## src/common/ram_pkg.sv

```systemverilog
package ram_pkg;

    // word addressed storage, 4 KB in total
    localparam int RAM_ADDR_WIDTH = 10;
    localparam int RAM_DEPTH      = 1 << RAM_ADDR_WIDTH;

    typedef logic [RAM_ADDR_WIDTH-1:0] ram_addr_t;
    typedef logic [31:0]               ram_word_t;
    typedef logic [3:0]                ram_strb_t;   // one enable per byte lane

endpackage

```

## src/common/axi_pkg.sv

```systemverilog
package axi_pkg;

    // bus geometry
    localparam int AXI_ID_WIDTH   = 4;
    localparam int AXI_ADDR_WIDTH = 16;
    localparam int AXI_DATA_WIDTH = 32;
    localparam int AXI_STRB_WIDTH = AXI_DATA_WIDTH / 8;
    localparam int ADDR_LSB       = 2;   // byte offset bits within a word

    // AxBURST encodings
    typedef enum logic [1:0] {
        FIXED    = 2'b00,
        INCR     = 2'b01,
        WRAP     = 2'b10,
        RESERVED = 2'b11   // handled like INCR
    } burst_e;

    // xRESP encodings, only OKAY is ever returned
    typedef enum logic [1:0] {
        OKAY   = 2'b00,
        EXOKAY = 2'b01,
        SLVERR = 2'b10,
        DECERR = 2'b11
    } resp_e;

    typedef logic [AXI_ID_WIDTH-1:0]   axi_id_t;
    typedef logic [AXI_ADDR_WIDTH-1:0] axi_addr_t;
    typedef logic [7:0]                axi_len_t;   // beats minus one

endpackage
```

## src/common/ram_if.sv

```systemverilog
`timescale 1ns/1ps

interface ram_if;

    // write port
    logic               we;      // single cycle strobe
    ram_pkg::ram_strb_t be;
    ram_pkg::ram_addr_t waddr;
    ram_pkg::ram_word_t wdata;

    // read port, rdata valid the cycle after re
    logic               re;
    ram_pkg::ram_addr_t raddr;
    ram_pkg::ram_word_t rdata;

    modport wr (
        output we, be, waddr, wdata
    );

    modport rd (
        output re, raddr,
        input  rdata
    );

    modport mem (
        input  we, be, waddr, wdata,
        input  re, raddr,
        output rdata
    );

endinterface

```

## src/axi_read/axi_read_ctrl.sv

```systemverilog
`timescale 1ns/1ps

module axi_read_ctrl import axi_pkg::*, ram_pkg::*; (
    input  logic      S_AXI_ACLK,
    input  logic      S_AXI_ARESETN,

    input  axi_id_t   arid,
    input  axi_addr_t araddr,
    input  axi_len_t  arlen,
    input  burst_e    arburst,
    input  logic      arvalid,
    output logic      arready,

    output axi_id_t   rid,
    output ram_word_t rdata,
    output resp_e     rresp,
    output logic      rlast,
    output logic      rvalid,
    input  logic      rready,

    ram_if.rd         ram
);

    // one RAM access per beat, FETCH issues it and CAPTURE takes the result
    typedef enum logic [1:0] {
        IDLE,
        FETCH,
        CAPTURE,
        SEND
    } state_e;

    state_e    state;
    axi_len_t  beat_cnt;

    axi_id_t   id_q;
    axi_addr_t addr_q;
    axi_len_t  len_q;
    burst_e    burst_q;
    axi_addr_t addr_next;

    // output register, stable while RREADY is low
    axi_id_t   rid_q;
    ram_word_t rdata_q;
    logic      rlast_q;

    logic      ar_fire;
    logic      r_fire;

    assign arready = (state == IDLE);
    assign rvalid  = (state == SEND);
    assign rid     = rid_q;
    assign rdata   = rdata_q;
    assign rlast   = rlast_q;
    assign rresp   = OKAY;

    assign ar_fire = arvalid && arready;
    assign r_fire  = rvalid && rready;

    burst_addr addr_gen (
        .addr      (addr_q),
        .burst     (burst_q),
        .len       (len_q),
        .next_addr (addr_next)
    );

    assign ram.re    = (state == FETCH);
    assign ram.raddr = addr_q[ADDR_LSB +: RAM_ADDR_WIDTH];

    always_ff @(posedge S_AXI_ACLK) begin
        if (!S_AXI_ARESETN) begin
            state    <= IDLE;
            beat_cnt <= '0;
        end else begin
            case (state)
                IDLE: begin
                    if (ar_fire) begin
                        beat_cnt <= '0;
                        state    <= FETCH;
                    end
                end
                FETCH: begin
                    state <= CAPTURE;
                end
                CAPTURE: begin
                    state <= SEND;
                end
                SEND: begin
                    if (r_fire) begin
                        if (rlast_q) begin
                            state <= IDLE;
                        end else begin
                            beat_cnt <= beat_cnt + 1'b1;
                            state    <= FETCH;   // next beat
                        end
                    end
                end
                default: begin
                    state <= IDLE;
                end
            endcase
        end
    end

    // burst parameters and address walk
    always_ff @(posedge S_AXI_ACLK) begin
        if (ar_fire) begin
            id_q    <= arid;
            addr_q  <= araddr;
            len_q   <= arlen;
            burst_q <= arburst;
        end else if (r_fire) begin
            addr_q <= addr_next;
        end
    end

    always_ff @(posedge S_AXI_ACLK) begin
        if (state == CAPTURE) begin
            rdata_q <= ram.rdata;
            rid_q   <= id_q;
            rlast_q <= (beat_cnt == len_q);
        end
    end

endmodule

```

## src/hdl/burst_addr.sv

```systemverilog
`timescale 1ns/1ps

module burst_addr import axi_pkg::*; (
    input  axi_addr_t addr,
    input  burst_e    burst,
    input  axi_len_t  len,
    output axi_addr_t next_addr
);

    logic [AXI_ADDR_WIDTH-1:ADDR_LSB] word;
    logic [AXI_ADDR_WIDTH-1:ADDR_LSB] word_inc;
    logic [AXI_ADDR_WIDTH-1:ADDR_LSB] wrap_mask;
    logic [AXI_ADDR_WIDTH-1:ADDR_LSB] word_wrap;

    assign word     = addr[AXI_ADDR_WIDTH-1:ADDR_LSB];
    assign word_inc = word + 1'b1;

    // legal wrap lengths are 2, 4, 8 or 16 beats, so len is already a low-bit mask
    assign wrap_mask = {{(AXI_ADDR_WIDTH - ADDR_LSB - 8){1'b0}}, len};

    // upper bits pinned to the block, low bits roll over inside it
    assign word_wrap = (word & ~wrap_mask) | (word_inc & wrap_mask);

    always_comb begin
        case (burst)
            FIXED: begin
                next_addr = addr;   // same location every beat
            end
            WRAP: begin
                next_addr = {word_wrap, {ADDR_LSB{1'b0}}};
            end
            default: begin   // INCR and the reserved code
                next_addr = {word_inc, {ADDR_LSB{1'b0}}};
            end
        endcase
    end

endmodule

```

## src/flat_wrapper.sv

```systemverilog
// flat-port wrapper written by rule: the top's interface ports become plain ports
module axi_read_ctrl_flat import axi_pkg::*, ram_pkg::*;
  (S_AXI_ACLK, S_AXI_ARESETN, arid, araddr, arlen, arburst, arvalid, arready, rid, rdata, rresp, rlast, rvalid, rready, ram_re, ram_raddr, ram_rdata);
  ram_if ram_i ();
  input  logic S_AXI_ACLK;
  input  logic S_AXI_ARESETN;
  input  axi_id_t arid;
  input  axi_addr_t araddr;
  input  axi_len_t arlen;
  input  burst_e arburst;
  input  logic arvalid;
  output logic arready;
  output axi_id_t rid;
  output ram_word_t rdata;
  output resp_e rresp;
  output logic rlast;
  output logic rvalid;
  input  logic rready;
  output wire logic [$bits(ram_i.re)-1:0] ram_re;
  output wire logic [$bits(ram_i.raddr)-1:0] ram_raddr;
  input wire logic [$bits(ram_i.rdata)-1:0] ram_rdata;
  assign ram_re = ram_i.re;
  assign ram_raddr = ram_i.raddr;
  assign ram_i.rdata = ram_rdata;
  axi_read_ctrl u_core (.S_AXI_ACLK(S_AXI_ACLK), .S_AXI_ARESETN(S_AXI_ARESETN), .arid(arid), .araddr(araddr), .arlen(arlen), .arburst(arburst), .arvalid(arvalid), .arready(arready), .rid(rid), .rdata(rdata), .rresp(rresp), .rlast(rlast), .rvalid(rvalid), .rready(rready), .ram(ram_i));
endmodule
```

## config.mk

```make
export PLATFORM = sky130hd
export DESIGN_NAME = axi_read_ctrl_flat
export DESIGN_NICKNAME = d
export VERILOG_FILES = /design/src/common/ram_pkg.sv /design/src/common/axi_pkg.sv /design/src/common/ram_if.sv /design/src/axi_read/axi_read_ctrl.sv /design/src/hdl/burst_addr.sv /design/src/flat_wrapper.sv
export SDC_FILE = /design/constraint.sdc
export NUM_CORES = 1
export LEC_CHECK = 0
export CAP_MARGIN = 20
export CORE_ASPECT_RATIO = 1.2
export CORE_UTILIZATION = 50
export DETAILED_ROUTE_END_ITERATION = 10
export DONT_BUFFER_PORTS = 1
export HOLD_SLACK_MARGIN = 0.1
export PLACE_DENSITY = 0.68
export SLEW_MARGIN = 20
export SYNTH_ARGS = -nofsm -noshare
export SYNTH_HDL_FRONTEND = slang
export SYNTH_SLANG_ARGS = --single-unit
```

## constraint.sdc

```tcl
create_clock -name S_AXI_ACLK -period 1.9 [get_ports S_AXI_ACLK]
set_clock_uncertainty 0.1 [all_clocks]
set_input_delay 0.57 -clock S_AXI_ACLK [delete_from_list [all_inputs] [get_ports S_AXI_ACLK]]
set_output_delay 0.57 -clock S_AXI_ACLK [all_outputs]
set_load 0.02 [all_outputs]
```

==> results of run 1 <==
metal layers:
layer	share of wire (%)	up-vias
met1	39	764
met4	1.4	0
met5	0	-
met2	51	81
met3	9.1	8
li1	-	799
through the flow:
stage                     hold WS, ns  instances  setup TNS [ns]  power, mW
final                          0.2218        299               0      5.213
after global routing           0.1897        299               0      5.501
after CTS                      0.2031        297               0      5.220
after global placement         0.3022        281               0      3.865
after detailed placement       0.3056        281       -0.008250      3.894
after floorplan                0.3003        208       -0.006258      3.482
path summary, 6_finish.rpt:
path	from	endpoint	slack, ns	cells past startpoint
worst max-delay path	u_core.state[0]	u_core.beat_cnt[6]	0.09	6
worst min register to register	u_core.id_q[2]	u_core.rid[2]	0.32	0
worst max register to register	u_core.state[0]	u_core.beat_cnt[6]	0.09	6
worst min-delay path	ram_rdata[19]	u_core.rdata[19]	0.22	0
layout make-up:
cell class | instances | area, um2 | area share (%)
Clock inverter | 7 | 102.6 | 3.069
Timing Repair Buffer | 19 | 167.7 | 5.015
Tap cell | 64 | 80.08 | 2.395
Sequential cell | 71 | 2037 | 60.93
Clock buffer | 9 | 123.9 | 3.705
Inverter | 7 | 26.28 | 0.7859
Multi-Input combinational cell | 122 | 805.8 | 24.10
power by group through the flow:
stage	clock network [mW]	logic, mW	registers (mW)
after floorplan	0	0.684	2.80
after global placement	0	1.12	2.75
after detailed placement	0	1.13	2.76
after CTS	1.35	1.14	2.73
after global routing	1.42	1.31	2.77
final	1.32	1.17	2.72
flip-flops by register name (all words and copies together), names as in the netlist, named ones only:
register	cells
u_core.len_q	8
u_core.beat_cnt	8
u_core.id_q	4
u_core.rdata	32
u_core.rlast	1
u_core.addr_q	3
u_core.rid	4
u_core.state	2
u_core.burst_q	2
cells in the mapped netlist:
master and count:
sky130_fd_sc_hd__edfxtp_1 61, sky130_fd_sc_hd__o21ai_0 16, sky130_fd_sc_hd__nand2_1 14, sky130_fd_sc_hd__nor2_1 11
sky130_fd_sc_hd__xnor2_1 11, sky130_fd_sc_hd__dfxtp_1 10, sky130_fd_sc_hd__xor2_1 9, sky130_fd_sc_hd__a21oi_1 7
sky130_fd_sc_hd__ha_1 7, sky130_fd_sc_hd__inv_1 7, sky130_fd_sc_hd__o21a_1 7, sky130_fd_sc_hd__nand3_1 5
sky130_fd_sc_hd__nand4_1 5, sky130_fd_sc_hd__clkbuf_1 4, sky130_fd_sc_hd__a211oi_1 3, sky130_fd_sc_hd__buf_4 3
sky130_fd_sc_hd__nand2b_1 3, sky130_fd_sc_hd__o31ai_1 3, sky130_fd_sc_hd__a21o_1 2, sky130_fd_sc_hd__and3_1 2
sky130_fd_sc_hd__and4_1 2, sky130_fd_sc_hd__mux2i_1 2, sky130_fd_sc_hd__o21ai_1 2, sky130_fd_sc_hd__or4_1 2
sky130_fd_sc_hd__and2_1 1, sky130_fd_sc_hd__and2_2 1, sky130_fd_sc_hd__buf_6 1, sky130_fd_sc_hd__conb_1 1
sky130_fd_sc_hd__nor2b_1 1, sky130_fd_sc_hd__o211ai_1 1, sky130_fd_sc_hd__o22ai_1 1, sky130_fd_sc_hd__or3_1 1
sky130_fd_sc_hd__or3_2 1
logic make-up after synthesis:
logic type                 count (synthesis)
AOI/OAI and AO/OA                         42
xor gates and xnor gates                  20
adders and majority gates                  7
buffers and inverters                     15
DFF                                       71
muxes                                      2
other                                      1
and+or+nand+nor                           49
placed cells by master, fill, tap and decap left out, types with 2 or more instances in the layout:
| cell | instances |
|---|---|
| sky130_fd_sc_hd__o21ai_1 | 2 |
| sky130_fd_sc_hd__nand2b_1 | 3 |
| sky130_fd_sc_hd__nand3_1 | 5 |
| sky130_fd_sc_hd__dfxtp_1 | 8 |
| sky130_fd_sc_hd__nor2_1 | 11 |
| sky130_fd_sc_hd__bufinv_16 | 2 |
| sky130_fd_sc_hd__o21a_1 | 7 |
| sky130_fd_sc_hd__nand4_1 | 5 |
| sky130_fd_sc_hd__o31ai_1 | 3 |
| sky130_fd_sc_hd__ha_2 | 2 |
| sky130_fd_sc_hd__and3_1 | 2 |
| sky130_fd_sc_hd__xor2_1 | 9 |
| sky130_fd_sc_hd__buf_4 | 17 |
| sky130_fd_sc_hd__a21o_1 | 2 |
| sky130_fd_sc_hd__a21oi_1 | 6 |
| sky130_fd_sc_hd__clkbuf_8 | 9 |
| sky130_fd_sc_hd__buf_12 | 2 |
| sky130_fd_sc_hd__and4_1 | 2 |
| sky130_fd_sc_hd__nand2_1 | 14 |
| sky130_fd_sc_hd__o21ai_0 | 16 |
| sky130_fd_sc_hd__inv_6 | 3 |
| sky130_fd_sc_hd__ha_1 | 5 |
| sky130_fd_sc_hd__xnor2_1 | 11 |
| sky130_fd_sc_hd__inv_1 | 7 |
| sky130_fd_sc_hd__edfxtp_1 | 61 |
| sky130_fd_sc_hd__conb_1 | 2 |
| sky130_fd_sc_hd__a211oi_1 | 3 |
what timing repair did:
item,4_1_cts,5_1_grt
buffers inserted,0,2
resized for setup,1,5
setup endpoints to repair,1,5
pin swaps,0,1
==> flow_metrics.env, run 1 <==
export IMPL_outcome="completed"
export IMPL_cp_end_kind="flop"
export IMPL_total_clock_sinks=71
export IMPL_synth_simple_area_share_pct=8.564
export IMPL_groute_layer_met2_usage_pct=28.31
export IMPL_syn_area_mm2=0.002893
export IMPL_crit_path_top_delay_cell="sky130_fd_sc_hd__or4_1"
export IMPL_cts_hold_fix_buffers=0
export IMPL_startpoint_type="flop"
export IMPL_synth_seq_cells=71
export IMPL_maxSlewViolCount=0
export IMPL_synth_area_top_cells="sky130_fd_sc_hd__edfxtp_1 63%, sky130_fd_sc_hd__dfxtp_1 6.9%, sky130_fd_sc_hd__xnor2_1 3.3%, sky130_fd_sc_hd__ha_1 3.0%, sky130_fd_sc_hd__o21ai_0 2.8%"
export IMPL_power_frac_comb_pct=22.5
export IMPL_gr_usage_met1_pct=19.21
export IMPL_boundaryPins=118
export IMPL_nets=303
export IMPL_clk_insertion_delay_late_ns=0.33
export IMPL_synth_xor_xnor_area_share_pct=6.055
export IMPL_fmax_ghz=0.5514
export IMPL_routability_cong=0.7523
export IMPL_dp_final_hpwl_um=3717
export IMPL_die_h_um=85.32
export IMPL_worst_pin_slew_ns=0.5706
export IMPL_p_int_mw=3.474
export IMPL_slew_limit_headroom_pct=61.71
export IMPL_grt_pass1_wl_um=7721
export IMPL_cts_buffers_inserted=9
export IMPL_worst_setup_path_type="flop to flop"
export IMPL_drc=0
export IMPL_antennaDiodeCount=0
export IMPL_drt_total_wl_um=5011
export IMPL_yosys_area_share_adder_pct=3.028
export IMPL_worst_ep_required_time_ns=2.06
export IMPL_post_synth_cell_area_avg_um2=13.97
export IMPL_cts_root_buffer_type="sky130_fd_sc_hd__clkbuf_8"
export IMPL_arrival_ns=1.98
export IMPL_post_route_cells_drive_above_1_share_pct=18.72
export IMPL_clkTransAtPathRegs_ns=0.08
export IMPL_finish_utilization_pct=59.38
export IMPL_core_rowCount=30
export IMPL_synthDominantAreaCellType="sky130_fd_sc_hd__edfxtp_1"
export IMPL_effective_utilization_at_floorplan_pct=51.38
export IMPL_final_period_minus_worst_setup_slack_ns=1.814
export IMPL_groute_usage_overall_pct=17.49
export IMPL_route_detailed_vias_per_inst=5.525
export IMPL_drt_pass1_iter_count=4
export IMPL_detailedPlace_worstSlack_ns=-0.008250
export IMPL_seqPwrFrac_pct=52.3
export IMPL_die_width_um=71.44
export IMPL_proportion_of_synthesized_area_in_mux_cells_pct=0.6920
export IMPL_cp_num_buf_inv=1
export IMPL_synth_largest_type_area_fraction_pct=63.32
export IMPL_first_global_vias=1495
export IMPL_postSynthCellCount=207
export IMPL_cellLeakagePower_nw=1.148
export IMPL_ir_worst_vdd_mv=0.8424
export IMPL_syn_to_final_growth_pct=15.57
export IMPL_gr_usage_met3_pct=8.195
export IMPL_die_area_mm2=0.006095
export IMPL_drv_max_cap_violation_count=0
export IMPL_postRouteAntennaNets=0
export IMPL_placed_area_mm2=0.003085
export IMPL_finalSetupViolations=0
export IMPL_yosysWarnings=0
export IMPL_unrepaired_setup_endpoints_after_global_routing="false"
export IMPL_wl_per_cell_um=16.76
export IMPL_grt_overflow_total=0
export IMPL_pwr_share_clk_pct=25.2
export IMPL_clock_tree_from_tritoncts="built"
export IMPL_top_usage_layer="met2"
export IMPL_hold_class="input pin to flop"
export IMPL_power_switching_fraction_pct=33.37
export IMPL_vias=1652
export IMPL_grt_start_max_net_pins=38
export IMPL_finalInstanceArea_mm2=0.003343
export IMPL_timing_critical_path_fanout_max=8
export IMPL_crit_family="simple AND/OR/NAND/NOR gates"
export IMPL_crit_path_max_incr_delay_ns=0.48
export IMPL_synth_compound_area_share_pct=8.694
export IMPL_yosysSeqAreaShare_pct=70.24
export IMPL_combinational_family_with_the_most_area_after_synthesis="compound AO/OA/AOI/OAI gates"
export IMPL_synth_cell_type_count=33
export IMPL_fp_coreArea_mm2=0.005630
export IMPL_drt_first_iter_violations=82
export IMPL_num_fill_cells=429
export IMPL_clock_tree_htree_level_count=3
export IMPL_io_buffers=0
export IMPL_p_per_area_mw_per_mm2=1559
export IMPL_critical_path_cell_chain="inv_1 > ha_2 > mux2i_2 > a21o_1 > or4_1 > a21oi_1"
export IMPL_cts_buffer_depth=2
export IMPL_layout_setup_ws_ns=0.08645
export IMPL_total_switching_power_mw=1.740
export IMPL_final_hold_viol_count=0
export IMPL_share_of_the_clock_period_used_by_the_worst_path_pct=95.45
export IMPL_grt_antenna_before_repair=0
(Power assumes the default switching activity.)
==> run 2, diff against run 1 <==
Settings changed: CAP_MARGIN 20 to not set, CORE_UTILIZATION 50 to 40, PLACE_DENSITY 0.68 to not set, RECOVER_POWER set to 100.
==> run 2 against run 1 <==
  * Worst hold slack improved by 0.0016 ns
  * Critical path depth stayed put
  * Power rose by 2.5%
  * Final cell count increased by 9.0%
  * Utilization down 10 points
  * Sequential share of layout area fell by 0.79 points
  * Via count is 2.2% higher
==> flow_metrics.env, run 2 (same netlist as run 1, synthesis figures left out) <==
export IMPL_hold_path_startpoint="ram_rdata[23]"
export IMPL_final_period_minus_worst_setup_slack_ns=1.869
export IMPL_postRouteAntennaNets=0
export IMPL_clock_tree_htree_level_count=3
export IMPL_final_hold_viol_count=0
export IMPL_unrepaired_setup_endpoints_after_global_routing="true"
export IMPL_startpoint_of_the_worst_setup_timing_path="u_core.state[1]"
export IMPL_num_fill_cells=585
export IMPL_die_area_mm2=0.007577
export IMPL_nets=307
export IMPL_fp_coreArea_mm2=0.006895
export IMPL_groute_usage_overall_pct=16.65
export IMPL_cts_hold_fix_buffers=0
export IMPL_wl_per_cell_um=18.59
export IMPL_core_rowCount=33
export IMPL_drt_first_iter_violations=76
export IMPL_die_width_um=79.63
export IMPL_clkTransAtPathRegs_ns=0.08
export IMPL_cp_end_kind="flop"
export IMPL_drv_max_cap_violation_count=0
export IMPL_worstReg2RegStart="u_core.state[1]"
export IMPL_p_per_area_mw_per_mm2=1580
export IMPL_vias=1688
export IMPL_dp_final_hpwl_um=4439
export IMPL_drt_total_wl_um=6061
export IMPL_finalSetupViolations=0
export IMPL_post_route_cells_drive_above_1_share_pct=18.83
export IMPL_grt_start_max_net_pins=38
export IMPL_cts_root_buffer_type="sky130_fd_sc_hd__clkbuf_8"
export IMPL_grt_overflow_total=0
export IMPL_io_buffers=0
export IMPL_ir_worst_vdd_mv=0.8012
export IMPL_layout_commonest_cell="sky130_fd_sc_hd__edfxtp_1"
export IMPL_fmax_ghz=0.5351
export IMPL_route_detailed_vias_per_inst=5.178
export IMPL_effective_utilization_at_floorplan_pct=41.95
export IMPL_die_h_um=95.16
export IMPL_worst_setup_path_type="flop to flop"
export IMPL_grt_pass1_wl_um=8907
export IMPL_cellLeakagePower_nw=1.165
export IMPL_grt_antenna_before_repair=0
export IMPL_cts_buffer_depth=2
export IMPL_clock_tree_from_tritoncts="built"
export IMPL_placed_area_mm2=0.003132
export IMPL_cts_buffers_inserted=9
export IMPL_timing_critical_path_fanout_max=6
export IMPL_share_of_the_clock_period_used_by_the_worst_path_pct=98.36
export IMPL_antennaDiodeCount=0
export IMPL_arrival_ns=2.04
export IMPL_largest_register_ffs=32
export IMPL_total_clock_sinks=71
export IMPL_p_total_mw=5.346
export IMPL_routability_cong=0.7789
export IMPL_setup_total_negative_slack_ns=0
export IMPL_finalInstanceArea_mm2=0.003383
export IMPL_hold_class="input pin to flop"
export IMPL_clk_insertion_delay_late_ns=0.34
export IMPL_syn_to_final_growth_pct=16.95
export IMPL_maxSlewViolCount=0
export IMPL_worst_ep_required_time_ns=2.07
export IMPL_boundaryPins=118
export IMPL_startpoint_type="flop"
export IMPL_drc=0
export IMPL_fin_hold_ws_ns=0.2234
export IMPL_outcome="completed"
export IMPL_layout_common_cells="61 x sky130_fd_sc_hd__edfxtp_1, 20 x sky130_fd_sc_hd__buf_4, 16 x sky130_fd_sc_hd__o21ai_0"
export IMPL_first_global_vias=1667
export IMPL_drt_pass1_iter_count=4
## run 2: cell count changes in the layout (fill, tap and decap cells not counted), sizes merged
cell      before  now
inv           10    8
bufinv         2    3
buf           19   21
clkinvlp       1    0
clkbuf         9   12
clkinv         1    2
## run 2: worst max-delay path, cell delays in order, from the launching register on
cell and delay, ns:
sky130_fd_sc_hd__dfxtp_2 0.35, sky130_fd_sc_hd__inv_1 0.06, sky130_fd_sc_hd__ha_2 0.21, sky130_fd_sc_hd__mux2i_2 0.19, sky130_fd_sc_hd__a21o_1 0.23, sky130_fd_sc_hd__or4_4 0.52
sky130_fd_sc_hd__a21oi_2 0.14
## run 2: per-stage QoR
stage / cells / worst slack, ns / util, %
2_1_floorplan: 208 / -0.006258 / -
3_3_place_gp: 308 / 0.07490 / 45.42
3_5_place_dp: 308 / 0.006100 / 45.42
4_1_cts: 325 / 0.03455 / 48.97
5_1_grt: 326 / -0.01878 / 49.07
6_report: 326 / 0.03120 / 49.07
## run 2: repair_timing
| action | CTS | global route |
|---|---|---|
| buffers inserted | 1 | 1 |
| gates resized for setup | 2 | 4 |
| pin swaps | 0 | 2 |
| setup endpoints to repair | 2 | 2 |
## run 2: metal layers
layer,up-vias,track usage [%],wire length (um)
met5,-,0,0
met1,779,18.12,2421
met3,7,6.699,425
met2,92,28.56,3103
met4,0,6.970,110
li1,810,-,-
## run 2: path summary, 6_finish.rpt
path	slack, ns	cells after the start	to
worst max register to register	0.03	6	u_core.beat_cnt[7]
worst min register to register	0.34	0	u_core.rid[2]
worst min-delay path	0.22	0	u_core.rdata[23]
worst max-delay path	0.03	6	u_core.beat_cnt[7]
## run 2: power breakdown
group | internal, mW | switching (mW)
registers | 2.22 | 0.542
logic | 0.483 | 0.678
clock network | 0.871 | 0.548
## run 2: cell type report
class	instances	area [um2]	area share [%]
clock buffers	10	127.6	3.772
clock inverters	6	107.6	3.180
inverters	7	26.28	0.7766
multi-input cells	122	805.8	23.82
flip-flops and latches	71	2034	60.13
well taps	87	108.9	3.217
repair buffers	23	172.7	5.104
