===== src/common/ram_pkg.sv =====
package ram_pkg;

    // word addressed storage, 4 KB in total
    localparam int RAM_ADDR_WIDTH = 10;
    localparam int RAM_DEPTH      = 1 << RAM_ADDR_WIDTH;

    typedef logic [RAM_ADDR_WIDTH-1:0] ram_addr_t;
    typedef logic [31:0]               ram_word_t;
    typedef logic [3:0]                ram_strb_t;   // one enable per byte lane

endpackage


===== src/common/axi_pkg.sv =====
package axi_pkg;

    // bus geometry
    localparam int AXI_ID_WIDTH   = 4;
    localparam int AXI_ADDR_WIDTH = 16;
    localparam int AXI_DATA_WIDTH = 32;
    localparam int AXI_STRB_WIDTH = AXI_DATA_WIDTH / 8;
    localparam int ADDR_LSB       = 2;   // byte offset bits within a word

    // AxBURST encodings
    typedef enum logic [1:0] {
        FIXED    = 2'b00,
        INCR     = 2'b01,
        WRAP     = 2'b10,
        RESERVED = 2'b11   // handled like INCR
    } burst_e;

    // xRESP encodings, only OKAY is ever returned
    typedef enum logic [1:0] {
        OKAY   = 2'b00,
        EXOKAY = 2'b01,
        SLVERR = 2'b10,
        DECERR = 2'b11
    } resp_e;

    typedef logic [AXI_ID_WIDTH-1:0]   axi_id_t;
    typedef logic [AXI_ADDR_WIDTH-1:0] axi_addr_t;
    typedef logic [7:0]                axi_len_t;   // beats minus one

endpackage

===== src/common/ram_if.sv =====
`timescale 1ns/1ps

interface ram_if;

    // write port
    logic               we;      // single cycle strobe
    ram_pkg::ram_strb_t be;
    ram_pkg::ram_addr_t waddr;
    ram_pkg::ram_word_t wdata;

    // read port, rdata valid the cycle after re
    logic               re;
    ram_pkg::ram_addr_t raddr;
    ram_pkg::ram_word_t rdata;

    modport wr (
        output we, be, waddr, wdata
    );

    modport rd (
        output re, raddr,
        input  rdata
    );

    modport mem (
        input  we, be, waddr, wdata,
        input  re, raddr,
        output rdata
    );

endinterface


===== src/axi_write/axi_write_ctrl.sv =====
`timescale 1ns/1ps

module axi_write_ctrl import axi_pkg::*, ram_pkg::*; (
    input  logic      S_AXI_ACLK,
    input  logic      S_AXI_ARESETN,

    input  axi_id_t   awid,
    input  axi_addr_t awaddr,
    input  axi_len_t  awlen,
    input  burst_e    awburst,
    input  logic      awvalid,
    output logic      awready,

    input  ram_word_t wdata,
    input  ram_strb_t wstrb,
    input  logic      wvalid,
    output logic      wready,

    output axi_id_t   bid,
    output resp_e     bresp,
    output logic      bvalid,
    input  logic      bready,

    ram_if.wr         ram
);

    typedef enum logic [1:0] {
        IDLE,
        DATA,
        RESP
    } state_e;

    state_e    state;
    axi_len_t  beat_cnt;

    // burst parameters held for the whole transaction
    axi_id_t   id_q;
    axi_addr_t addr_q;
    axi_len_t  len_q;
    burst_e    burst_q;
    axi_addr_t addr_next;

    logic      aw_fire;
    logic      w_fire;
    logic      b_fire;

    assign awready = (state == IDLE);
    assign wready  = (state == DATA);
    assign bvalid  = (state == RESP);
    assign bid     = id_q;
    assign bresp   = OKAY;

    assign aw_fire = awvalid && awready;
    assign w_fire  = wvalid && wready;
    assign b_fire  = bvalid && bready;

    burst_addr addr_gen (
        .addr      (addr_q),
        .burst     (burst_q),
        .len       (len_q),
        .next_addr (addr_next)
    );

    // each accepted beat goes straight into the RAM
    assign ram.we    = w_fire;
    assign ram.be    = wstrb;
    assign ram.wdata = wdata;
    assign ram.waddr = addr_q[ADDR_LSB +: RAM_ADDR_WIDTH];   // upper bits alias

    always_ff @(posedge S_AXI_ACLK) begin
        if (!S_AXI_ARESETN) begin
            state    <= IDLE;
            beat_cnt <= '0;
        end else begin
            case (state)
                IDLE: begin
                    if (aw_fire) begin
                        beat_cnt <= '0;
                        state    <= DATA;
                    end
                end
                DATA: begin
                    if (w_fire) begin
                        beat_cnt <= beat_cnt + 1'b1;
                        if (beat_cnt == len_q) begin   // WLAST not trusted
                            state <= RESP;
                        end
                    end
                end
                RESP: begin
                    if (b_fire) begin
                        state <= IDLE;
                    end
                end
                default: begin
                    state <= IDLE;
                end
            endcase
        end
    end

    always_ff @(posedge S_AXI_ACLK) begin
        if (aw_fire) begin
            id_q    <= awid;
            addr_q  <= awaddr;
            len_q   <= awlen;
            burst_q <= awburst;
        end else if (w_fire) begin
            addr_q <= addr_next;
        end
    end

endmodule


===== src/hdl/burst_addr.sv =====
`timescale 1ns/1ps

module burst_addr import axi_pkg::*; (
    input  axi_addr_t addr,
    input  burst_e    burst,
    input  axi_len_t  len,
    output axi_addr_t next_addr
);

    logic [AXI_ADDR_WIDTH-1:ADDR_LSB] word;
    logic [AXI_ADDR_WIDTH-1:ADDR_LSB] word_inc;
    logic [AXI_ADDR_WIDTH-1:ADDR_LSB] wrap_mask;
    logic [AXI_ADDR_WIDTH-1:ADDR_LSB] word_wrap;

    assign word     = addr[AXI_ADDR_WIDTH-1:ADDR_LSB];
    assign word_inc = word + 1'b1;

    // legal wrap lengths are 2, 4, 8 or 16 beats, so len is already a low-bit mask
    assign wrap_mask = {{(AXI_ADDR_WIDTH - ADDR_LSB - 8){1'b0}}, len};

    // upper bits pinned to the block, low bits roll over inside it
    assign word_wrap = (word & ~wrap_mask) | (word_inc & wrap_mask);

    always_comb begin
        case (burst)
            FIXED: begin
                next_addr = addr;   // same location every beat
            end
            WRAP: begin
                next_addr = {word_wrap, {ADDR_LSB{1'b0}}};
            end
            default: begin   // INCR and the reserved code
                next_addr = {word_inc, {ADDR_LSB{1'b0}}};
            end
        endcase
    end

endmodule


===== src/flat_wrapper.sv =====
// flat-port wrapper written by rule: the top's interface ports become plain ports
module axi_write_ctrl_flat import axi_pkg::*, ram_pkg::*;
  (S_AXI_ACLK, S_AXI_ARESETN, awid, awaddr, awlen, awburst, awvalid, awready, wdata, wstrb, wvalid, wready, bid, bresp, bvalid, bready, ram_we, ram_be, ram_waddr, ram_wdata);
  ram_if ram_i ();
  input  logic S_AXI_ACLK;
  input  logic S_AXI_ARESETN;
  input  axi_id_t awid;
  input  axi_addr_t awaddr;
  input  axi_len_t awlen;
  input  burst_e awburst;
  input  logic awvalid;
  output logic awready;
  input  ram_word_t wdata;
  input  ram_strb_t wstrb;
  input  logic wvalid;
  output logic wready;
  output axi_id_t bid;
  output resp_e bresp;
  output logic bvalid;
  input  logic bready;
  output wire logic [$bits(ram_i.we)-1:0] ram_we;
  output wire logic [$bits(ram_i.be)-1:0] ram_be;
  output wire logic [$bits(ram_i.waddr)-1:0] ram_waddr;
  output wire logic [$bits(ram_i.wdata)-1:0] ram_wdata;
  assign ram_we = ram_i.we;
  assign ram_be = ram_i.be;
  assign ram_waddr = ram_i.waddr;
  assign ram_wdata = ram_i.wdata;
  axi_write_ctrl u_core (.S_AXI_ACLK(S_AXI_ACLK), .S_AXI_ARESETN(S_AXI_ARESETN), .awid(awid), .awaddr(awaddr), .awlen(awlen), .awburst(awburst), .awvalid(awvalid), .awready(awready), .wdata(wdata), .wstrb(wstrb), .wvalid(wvalid), .wready(wready), .bid(bid), .bresp(bresp), .bvalid(bvalid), .bready(bready), .ram(ram_i));
endmodule

===== config.mk =====
export PLATFORM = sky130hd
export DESIGN_NAME = axi_write_ctrl_flat
export DESIGN_NICKNAME = d
export VERILOG_FILES = /design/src/common/ram_pkg.sv /design/src/common/axi_pkg.sv /design/src/common/ram_if.sv /design/src/axi_write/axi_write_ctrl.sv /design/src/hdl/burst_addr.sv /design/src/flat_wrapper.sv
export SDC_FILE = /design/constraint.sdc
export NUM_CORES = 1
export LEC_CHECK = 0
export BUFFER_PORTS_ARGS = -buffer_cell sky130_fd_sc_hd__buf_2
export CAP_MARGIN = 20
export CORE_MARGIN = 5
export CORE_UTILIZATION = 43
export CTS_CLUSTER_DIAMETER = 40
export CTS_CLUSTER_SIZE = 16
export DETAILED_ROUTE_END_ITERATION = 10
export HOLD_SLACK_MARGIN = 0.03
export PLACE_DENSITY = 0.81
export SETUP_SLACK_MARGIN = 0.4
export SLEW_MARGIN = 20
export SYNTH_ARGS = -nofsm -noshare
export SYNTH_HDL_FRONTEND = slang
export SYNTH_SLANG_ARGS = --single-unit
export TNS_END_PERCENT = 10

===== constraint.sdc =====
create_clock -name S_AXI_ACLK -period 1.8 [get_ports S_AXI_ACLK]
set_input_delay 0.18 -clock S_AXI_ACLK [delete_from_list [all_inputs] [get_ports S_AXI_ACLK]]
set_output_delay 0.18 -clock S_AXI_ACLK [all_outputs]
set_load 0.02 [all_outputs]

==> results.txt, run 1 <==
The setup check on the worst reg-to-reg path leaves a slack of 0.27 ns. STA classifies the critical path startpoint as a flip-flop. The worst setup path is captured at a flip-flop. After detailed placement, the total cell area comes to 1990 µm². The via count of the first global-routing pass is 1477. The maximum number of pins on one net before global-route repair came out at 17. From left edge to right edge, the die measures 77.9 µm. Dividing total power by cell area gives a power density of 828 nW/µm². Leaving out fill and tap cells, the most frequent cell in the layout is sky130_fd_sc_hd__buf_2. The fraction of layout instances using a drive strength above 1 came out at 34.6%. The reg-to-reg startpoint is u_core.state[1]. The total track usage is 13.5%. The max-capacitance violation count came out at 0. The via-per-instance ratio came out at 5.21. For this block, the routed nets add up to 4.00 mm of wire.

After clock tree synthesis, the clock-pin slew on the worst setup and hold paths is 0.07 ns. The overall via count from detail_route is 1385. The residual DRC count is 0. The per-cell routed wire length came out at 15.0 µm. The adder-cell area share of the yosys netlist came out at 1.26%.

The worst hold path begins at awid[3]. The classification of the worst setup path is flip-flop to flip-flop. Summed over all cells, the static leakage comes to 0.845 nW. In the synthesized netlist, the number of instances is 191. The core region is 4410 µm². The power after layout is 1.78 mW.

The count of port buffers added during placement came out at 46. Counting cells, the worst reg-to-reg path comes to 4. The global-route congestion overflow total is 0.

The cell chosen for the clock root is sky130_fd_sc_hd__clkbuf_8. In this run the count of I/O pins placed on the die edge is 127. The area growth from synthesis to layout is 8.65%.

The initial antenna violation count is 0. Summing all non-filler instances in the final layout gives an area of 2150 µm². Setup repair after global routing could not meet its margin everywhere.

In this run, distinct cell masters in the synthesized netlist total 37. The max-slew violation count is 0. In this run the cell area of the synthesized design comes to 1980 µm². The total setup violations reported at the end of the flow came out at 0. The routability-driven placement congestion ratio came out at 0.792. The initial detailed-routing violation count is 67. The post-detailed-route count of antenna-violating nets is 0. The data required time at the worst endpoint came out at 1.97 ns. The worst register-to-register path ends at u_core.beat_cnt[7]. Along the worst hold path, the cell count comes to 1. The initial utilization of the core area, before any placement, comes to 44.9%. The maximum achievable frequency is 654 MHz. The compound-gate portion of the synthesized area is 13.2%. Across the routed clock network, the largest skew measured is 0.00528 ns. The CTS buffer count came out at 5.

The clock tree buffer depth is 2. After synthesis, the largest family of logic cells by area is buffers and inverters. For hold timing, the worst endpoint is u_core.bid[3]. Adding up every negative setup slack in the final design gives 0 ns. Along the worst path, the maximum fanout reaches 8.

The min-delay analysis places its worst path in the category input pin to flip-flop. The arrival time of data at the critical path endpoint came out at 1.70 ns. The xor and xnor area share after synthesis is 10.2%. Buffers inserted to repair hold after CTS numbered 0. The y dimension of the die is 77.9 µm.

The synthesis warning total came out at 0. The area fraction in and, or, nand and nor cells after synthesis is 12.0%. The area of combinational cells with multiple inputs came out at 748 µm². The library cells used most frequently in the layout, excluding fill and tap cells, are sky130_fd_sc_hd__buf_2, sky130_fd_sc_hd__edfxtp_1, sky130_fd_sc_hd__nand2_1, sky130_fd_sc_hd__o21ai_0, sky130_fd_sc_hd__xor2_1.

The first-pass GRT wire length came out at 6.65 mm. The total die area came out at 6070 µm². Sequential cells were found to cover 46.5% of the synthesized design area. TritonCTS built the clock tree. The portion of netlist area occupied by mux cells came out at 0%.

The number of standard-cell rows in the floorplan came out at 24. The sink count of the clock tree came out at 34. IR analysis of the VDD net gives a maximum drop of 0.000653 V. The H-tree depth reported by CTS came out at 2. The sum of net half-perimeters after detailed placement is 2.97 mm. The filler cells instantiated in the layout total 418. The insertion delay to the later sink of the worst-skew pair came out at 0.28 ns. The detailed-router iteration count before antenna repair is 4. The post-layout minimum cycle time came out at 1.53 ns. For this run, the share of the core covered by cells in the final layout is 48.8%.

Of the available clock period, the critical path in the final layout requires 85.0%. The average cell area after synthesis is 10.4 µm². The sequential cell area in the final layout came out at 922 µm². After synthesis the netlist holds a flip-flop and latch count of 34. The run finished with clean final reports. The hold violation total from the final report is 0.

The antenna diode count is 0. The final layout contains 286 nets.
how the worst max path moves through the flow:
| stage | startpoint | to | depth (start not counted) |
|---|---|---|---|
| 2_1_floorplan | u_core.state[0] | u_core.addr_q[10] | 5 |
| 3_3_place_gp | u_core.state[1] | u_core.addr_q[11] | 3 |
| 3_5_place_dp | u_core.state[1] | u_core.addr_q[11] | 3 |
| 4_1_cts | u_core.state[0] | u_core.beat_cnt[7] | 6 |
| 5_1_grt | u_core.state[1] | u_core.beat_cnt[7] | 4 |
| 6_report | u_core.state[1] | u_core.beat_cnt[7] | 4 |
area by class of cell:
type,instances,area share (%)
multi-input cells,112,34.7
inverters,3,0.581
repair buffers,57,15.0
clock buffers,6,3.37
well taps,52,3.02
clock inverters,2,0.407
flip-flops and latches,34,42.8
kinds of logic (layout without fill, tap and decap cells):
| family | Yosys count | count (layout) |
|---|---|---|
| compound gates | 37 | 37 |
| xor+xnor | 23 | 23 |
| fa+ha+maj | 2 | 2 |
| buf+inv | 46 | 68 |
| flops | 34 | 34 |
| other cells | 1 | 2 |
| simple gates | 48 | 48 |
routing by layer:
layer  vias up  share of wire [%]  wire length [µm]  global-route usage (%)
li1        667                  -                 -                       -
met1       652                 41              1640                    15.8
met2        56                 47              1880                    21.5
met3        10                 11               424                    5.44
met4         0                1.5                59                    6.25
met5         -                  0                 0                       0
Yosys cell counts:
master	count	area, µm²
sky130_fd_sc_hd__edfxtp_1	24	721
sky130_fd_sc_hd__o211ai_1	2	15.0
sky130_fd_sc_hd__and3_1	2	12.5
sky130_fd_sc_hd__a2111oi_4	1	27.5
sky130_fd_sc_hd__inv_1	2	7.51
sky130_fd_sc_hd__nand3_1	5	25.0
sky130_fd_sc_hd__or3b_4	1	11.3
sky130_fd_sc_hd__o31ai_1	1	7.51
sky130_fd_sc_hd__dfxtp_1	10	200
sky130_fd_sc_hd__o211a_1	1	10.0
sky130_fd_sc_hd__nor4b_1	1	8.76
sky130_fd_sc_hd__buf_4	38	285
sky130_fd_sc_hd__nor4_1	1	6.26
sky130_fd_sc_hd__nand2b_1	3	18.8
sky130_fd_sc_hd__nor2_1	11	41.3
sky130_fd_sc_hd__a211oi_2	1	12.5
sky130_fd_sc_hd__nor2b_1	1	6.26
sky130_fd_sc_hd__conb_1	1	3.75
sky130_fd_sc_hd__xnor2_1	11	96.3
sky130_fd_sc_hd__o21a_1	7	52.6
sky130_fd_sc_hd__nand4_1	4	25.0
sky130_fd_sc_hd__nand2_1	16	60.1
sky130_fd_sc_hd__buf_6	2	22.5
sky130_fd_sc_hd__and2_1	1	6.26
sky130_fd_sc_hd__nand3b_1	1	7.51
sky130_fd_sc_hd__a31o_2	1	8.76
sky130_fd_sc_hd__ha_1	2	25.0
sky130_fd_sc_hd__a21oi_1	3	15.0
sky130_fd_sc_hd__a211oi_1	1	7.51
sky130_fd_sc_hd__o21ai_0	16	80.1
sky130_fd_sc_hd__buf_2	1	5.00
sky130_fd_sc_hd__a21boi_0	1	7.51
sky130_fd_sc_hd__xor2_1	12	105
sky130_fd_sc_hd__clkinv_1	1	3.75
sky130_fd_sc_hd__clkbuf_1	2	7.51
sky130_fd_sc_hd__and4_1	1	8.76
sky130_fd_sc_hd__o2111ai_1	2	17.5
critical path, stage by stage (launching register included):
cell                        delay [ns]
sky130_fd_sc_hd__dfxtp_2          0.35
sky130_fd_sc_hd__or3b_4           0.46
sky130_fd_sc_hd__a2111oi_4        0.40
sky130_fd_sc_hd__xnor2_1          0.16
sky130_fd_sc_hd__nor2_1           0.05
power breakdown:
group	internal, mW	switching [mW]
registers	0.902	0.0464
logic	0.136	0.172
clock network	0.265	0.261
total	1.30	0.479
what timing repair did:
item / in CTS / in global routing
pin swaps: 3 / 2
resized for setup: 9 / 2
setup endpoints to repair: 39 / 42
buffers inserted: 5 / 2
endpoints found under the hold margin: 0 / 0
metrics by stage:
step                      hold WS [ns]  setup WS [ns]  cells
final                           0.0699          0.270    266
after global placement           0.357          0.161    251
after detailed placement         0.358          0.155    251
after CTS                       0.0614          0.289    264
after floorplan                  0.279          0.314    192
after global routing            0.0606          0.180    266
No activity file was read; power rests on OpenSTA's default activity.
==> run 2, diff against run 1 <==
- ABC_AREA: default -> 1
- CORE_UTILIZATION: 43 -> 39
- PLACE_DENSITY: 0.81 -> 0.77
- clock period: 1.8 -> 1.3 ns (I/O delays scaled with it)
==> results.txt, run 2 <==
The total power divided by cell area came to 1100 nW/µm² (+33%). The combinational share of power was 24.1% (+6.8 points). The floorplan die width is 83.0 µm (+6.5%).

The gate count after technology mapping is 240 (+26%). The hold violation total from the final report came out at 0 (unchanged). The via-per-instance ratio came out at 4.73 (-9.1%). The CTS buffer count is 5 (unchanged). The H-tree depth reported by CTS came out at 2 (unchanged). The final clock skew is 0.00784 ns (+0.00257 ns). The clock transition at the registers of the reported paths is 0.07 ns (about the same).

The initial antenna violation count came out at 0 (unchanged). The maximum number of pins on one net before global-route repair came out at 18 (+1). The power spent charging and discharging nets was 0.863 mW (+80%). Setup repair after global routing could not meet its margin everywhere. The power after layout is 3.27 mW (+83%). The number of distinct standard cells referenced by the synthesized netlist came out at 28 (-24%).

The total track usage is 14.4% (+0.95 points). The checks that failed: negative setup slack. Leaving out fill and tap cells, the most frequent cell in the layout is sky130_fd_sc_hd__nand2_1. The per-cell routed wire length came out at 13.9 µm (-7.3%). The total setup violations reported at the end of the flow is 17 (+17).

The post-layout minimum cycle time came to 1.44 ns (-0.0940 ns). The count of buffer and inverter cells on the critical path came to 1 (+1). The net count reported at finish was 375 (+31%). The first-pass GRT wire length came out at 8.20 mm (+23%). The via count of the first global-routing pass came out at 1772 (+20%).

The average cell area after synthesis came out at 8.65 µm² (-17%). The path class of the tightest hold or removal check is input pin to flip-flop. The number of standard-cell rows in the floorplan is 26 (+8.3%). The maximum vdd ir drop is 0.000849 V (+30%). The met1 usage was 16.2% (+0.41 points). The number of enable-type register cells in the synthesized netlist came to 24 (unchanged). The synthesis warning total came out at 0 (unchanged).

The total core area came out at 5140 µm² (+16%). By area the synthesized netlist is led by sky130_fd_sc_hd__edfxtp_1, sky130_fd_sc_hd__buf_4, sky130_fd_sc_hd__dfxtp_1, sky130_fd_sc_hd__nand2_1, sky130_fd_sc_hd__inv_1. By count the netlist is led by sky130_fd_sc_hd__nand2_1, sky130_fd_sc_hd__buf_4, sky130_fd_sc_hd__inv_1. The initial detailed-routing violation count came out at 127 (+90%).

The data required time at the worst endpoint is 1.40 ns (-0.57 ns). STA classifies the critical path endpoint as a flip-flop. The post-synth design cell area is 2080 µm² (+4.7%).

The layer flagged by global routing as most heavily used is met2. The switching portion of total power came to 26.4% (-0.43 points). STA classifies the critical path startpoint as a flip-flop. The starting density of the core was 40.4% (-4.5 points). Leaving out fill and tap cells, the most frequent cells in the layout are sky130_fd_sc_hd__nand2_1, sky130_fd_sc_hd__buf_2, sky130_fd_sc_hd__buf_4. The cell chosen for the clock root is sky130_fd_sc_hd__clkbuf_8. The portion of total power attributed to sequential cells came out at 40.6% (-13 points). The most used flip-flop cell after synthesis is sky130_fd_sc_hd__edfxtp_1. The sum of net half-perimeters after detailed placement is 3.50 mm (+18%). Of all cell types, the one taking the most synthesized area is sky130_fd_sc_hd__edfxtp_1. The top cell type's share of synthesized area came out at 34.7% (-1.6 points).

The overall via count from detail_route came out at 1766 (+28%). The residual DRC count came out at 0 (unchanged). The maximum achievable frequency is 697 MHz (+6.6%). Traced cell by cell, the critical path runs through ha_2 > buf_4 > xnor2_1 > a221oi_1.

The fill cell instance count of the final layout came out at 421 (+0.72%). The arrival time of data at the critical path endpoint is 1.53 ns (-0.17 ns). The y dimension of the die is 83.0 µm (+6.5%). The share of async-settable or async-resettable flops after synthesis came to 0% (unchanged). The worst setup path is of the flip-flop to flip-flop kind. The post-synthesis sequential element count came out at 34 (unchanged). The clock tree buffer depth came out at 2 (unchanged). The maximum fanout encountered on the critical timing path came out at 3 (-5). The max-capacitance violation count came out at 0 (unchanged). The fraction of layout instances using a drive strength above 1 came out at 47.5% (+13 points). The number of placed I/O pins came to 127 (unchanged). The global routing usage on met2 is 24.9% (+3.4 points). The share of synthesized area occupied by flip-flops and latches came out at 44.4% (-2.1 points). On the critical path, the stage with the largest delay is an instance of sky130_fd_sc_hd__edfxtp_1. The most numerous cell in the Yosys netlist is sky130_fd_sc_hd__nand2_1. The total leakage power was 1.30 nW (+54%). The area growth from synthesis to layout came out at 43.2%. The share of the core filled with cells in the final layout came to 57.8% (+9.1 points). The area of combinational cells with multiple inputs came out at 922 µm² (+23%). The internal power came out at 2.40 mW (+84%). The part of the total power dissipated in the clock network came out at 35.3% (+5.8 points).

The max-slew violation count is 0 (unchanged). The post-detailed-route count of antenna-violating nets came to 0 (unchanged). Grouping stages by cell kind, the critical path spends the most delay in flip-flops.

TritonCTS built the clock tree. The setup slack after layout is -0.136 ns (-0.406 ns). The global routing usage on met3 is 6.04% (+0.60 points).

The period utilization is 110% (+25 points). The sequential cell area in the final layout came to 935 µm² (+1.4%). The routability-driven placement congestion ratio is 0.852 (+7.6%). The sink count of the clock tree came out at 34 (unchanged). The detailed-router iteration count before antenna repair was 4 (unchanged). The global-route congestion overflow total came to 0 (unchanged). The count of port buffers added during placement is 46 (unchanged).

The total die area is 6880 µm² (+13%). The routed wire length is 5.20 mm (+30%). The antenna diode count is 0 (unchanged). The flow ran to the end, but the final reports show violations. The insertion delay to the later sink of the worst-skew pair came out at 0.29 ns (about the same).

The peak per-stage delay on the critical path is 0.45 ns (about the same).
-- run 2: cell count changes after synthesis, moves of 6 or more --
cell                      before  now
sky130_fd_sc_hd__nand2_1      16   43
sky130_fd_sc_hd__inv_1         2   29
sky130_fd_sc_hd__xnor2_1      11    5
sky130_fd_sc_hd__o21a_1        7    0
sky130_fd_sc_hd__nor2_1       11   20
sky130_fd_sc_hd__a21oi_1       3   14
-- run 2: routing by layer --
metal	up-vias	part of all wire (%)
li1	854	-
met2	67	53
met3	14	6.4
met5	-	0
met1	831	39
met4	0	1.6
-- run 2: final timing paths --
path	from	to	slack, ns	cells after the start
setup / recovery	u_core.addr_q[2]	flip-flop	-0.14	4
hold / removal	S_AXI_ARESETN	u_core.beat_cnt[0]	0.09	3
setup reg to reg	u_core.addr_q[2]	flip-flop	-0.14	4
hold reg to reg	u_core.beat_cnt[1]	u_core.beat_cnt[1]	0.52	2
-- run 2: final cells by class --
class | instances | area share (%)
sequential | 34 | 31.4
multi-input combinational | 135 | 31.0
timing repair buffer | 93 | 25.5
inverter | 33 | 4.67
tap | 70 | 2.95
clock buffer | 5 | 2.31
clock inverter | 3 | 2.15
-- run 2: stage by stage --
step                instance area, µm²  cells  TNS, ns  hold slack [ns]  setup WS [ns]
global placement                  2310    343   -0.481            0.260        -0.0613
finish                            2970    373   -0.935           0.0941         -0.136
CTS                               2820    371   -0.607           0.0976         -0.121
global route                      2970    373    -2.11            0.104         -0.189
detailed placement                2310    343   -0.976            0.260         -0.103
floorplan                         2110    241    -1.13            0.229         -0.192
-- run 2: power by group through the flow --
| stage | Combinational, mW | Clock [mW] | Sequential (mW) |
|---|---|---|---|
| final | 0.787 | 1.15 | 1.32 |
| after CTS | 0.718 | 1.17 | 1.32 |
| after detailed placement | 0.567 | 0 | 1.33 |
| after floorplan | 0.431 | 0 | 1.39 |
| after global placement | 0.556 | 0 | 1.33 |
| after global routing | 0.844 | 1.22 | 1.33 |
-- run 2: cells by family (layout without fill, tap and decap cells) --
family | Yosys count | count (layout) | synth area share, %
and+or+nand+nor | 85 | 85 | 19.2
buffers and inverters | 72 | 134 | 20.2
AOI/OAI and AO/OA | 34 | 34 | 9.83
DFF | 34 | 34 | 44.4
xor gates and xnor gates | 12 | 12 | 5.06
adders and majority gates | 2 | 2 | 1.21
other | 1 | 2 | 0.181
-- run 2: worst min-delay path: stages --
cell and delay [ns]:
sky130_fd_sc_hd__buf_2 0.11, sky130_fd_sc_hd__o21ai_1 0.06, sky130_fd_sc_hd__a21oi_1 0.04
-- run 2: timing repair --
action | CTS | global route
endpoints found under the setup margin | 62 | 62
gates resized for setup | 66 | 38
pin swaps | 18 | 14
cloned | 0 | 0
hold buffers | 14 | 0
setup buffers | 6 | 2
hold endpoints to repair | 14 | 0
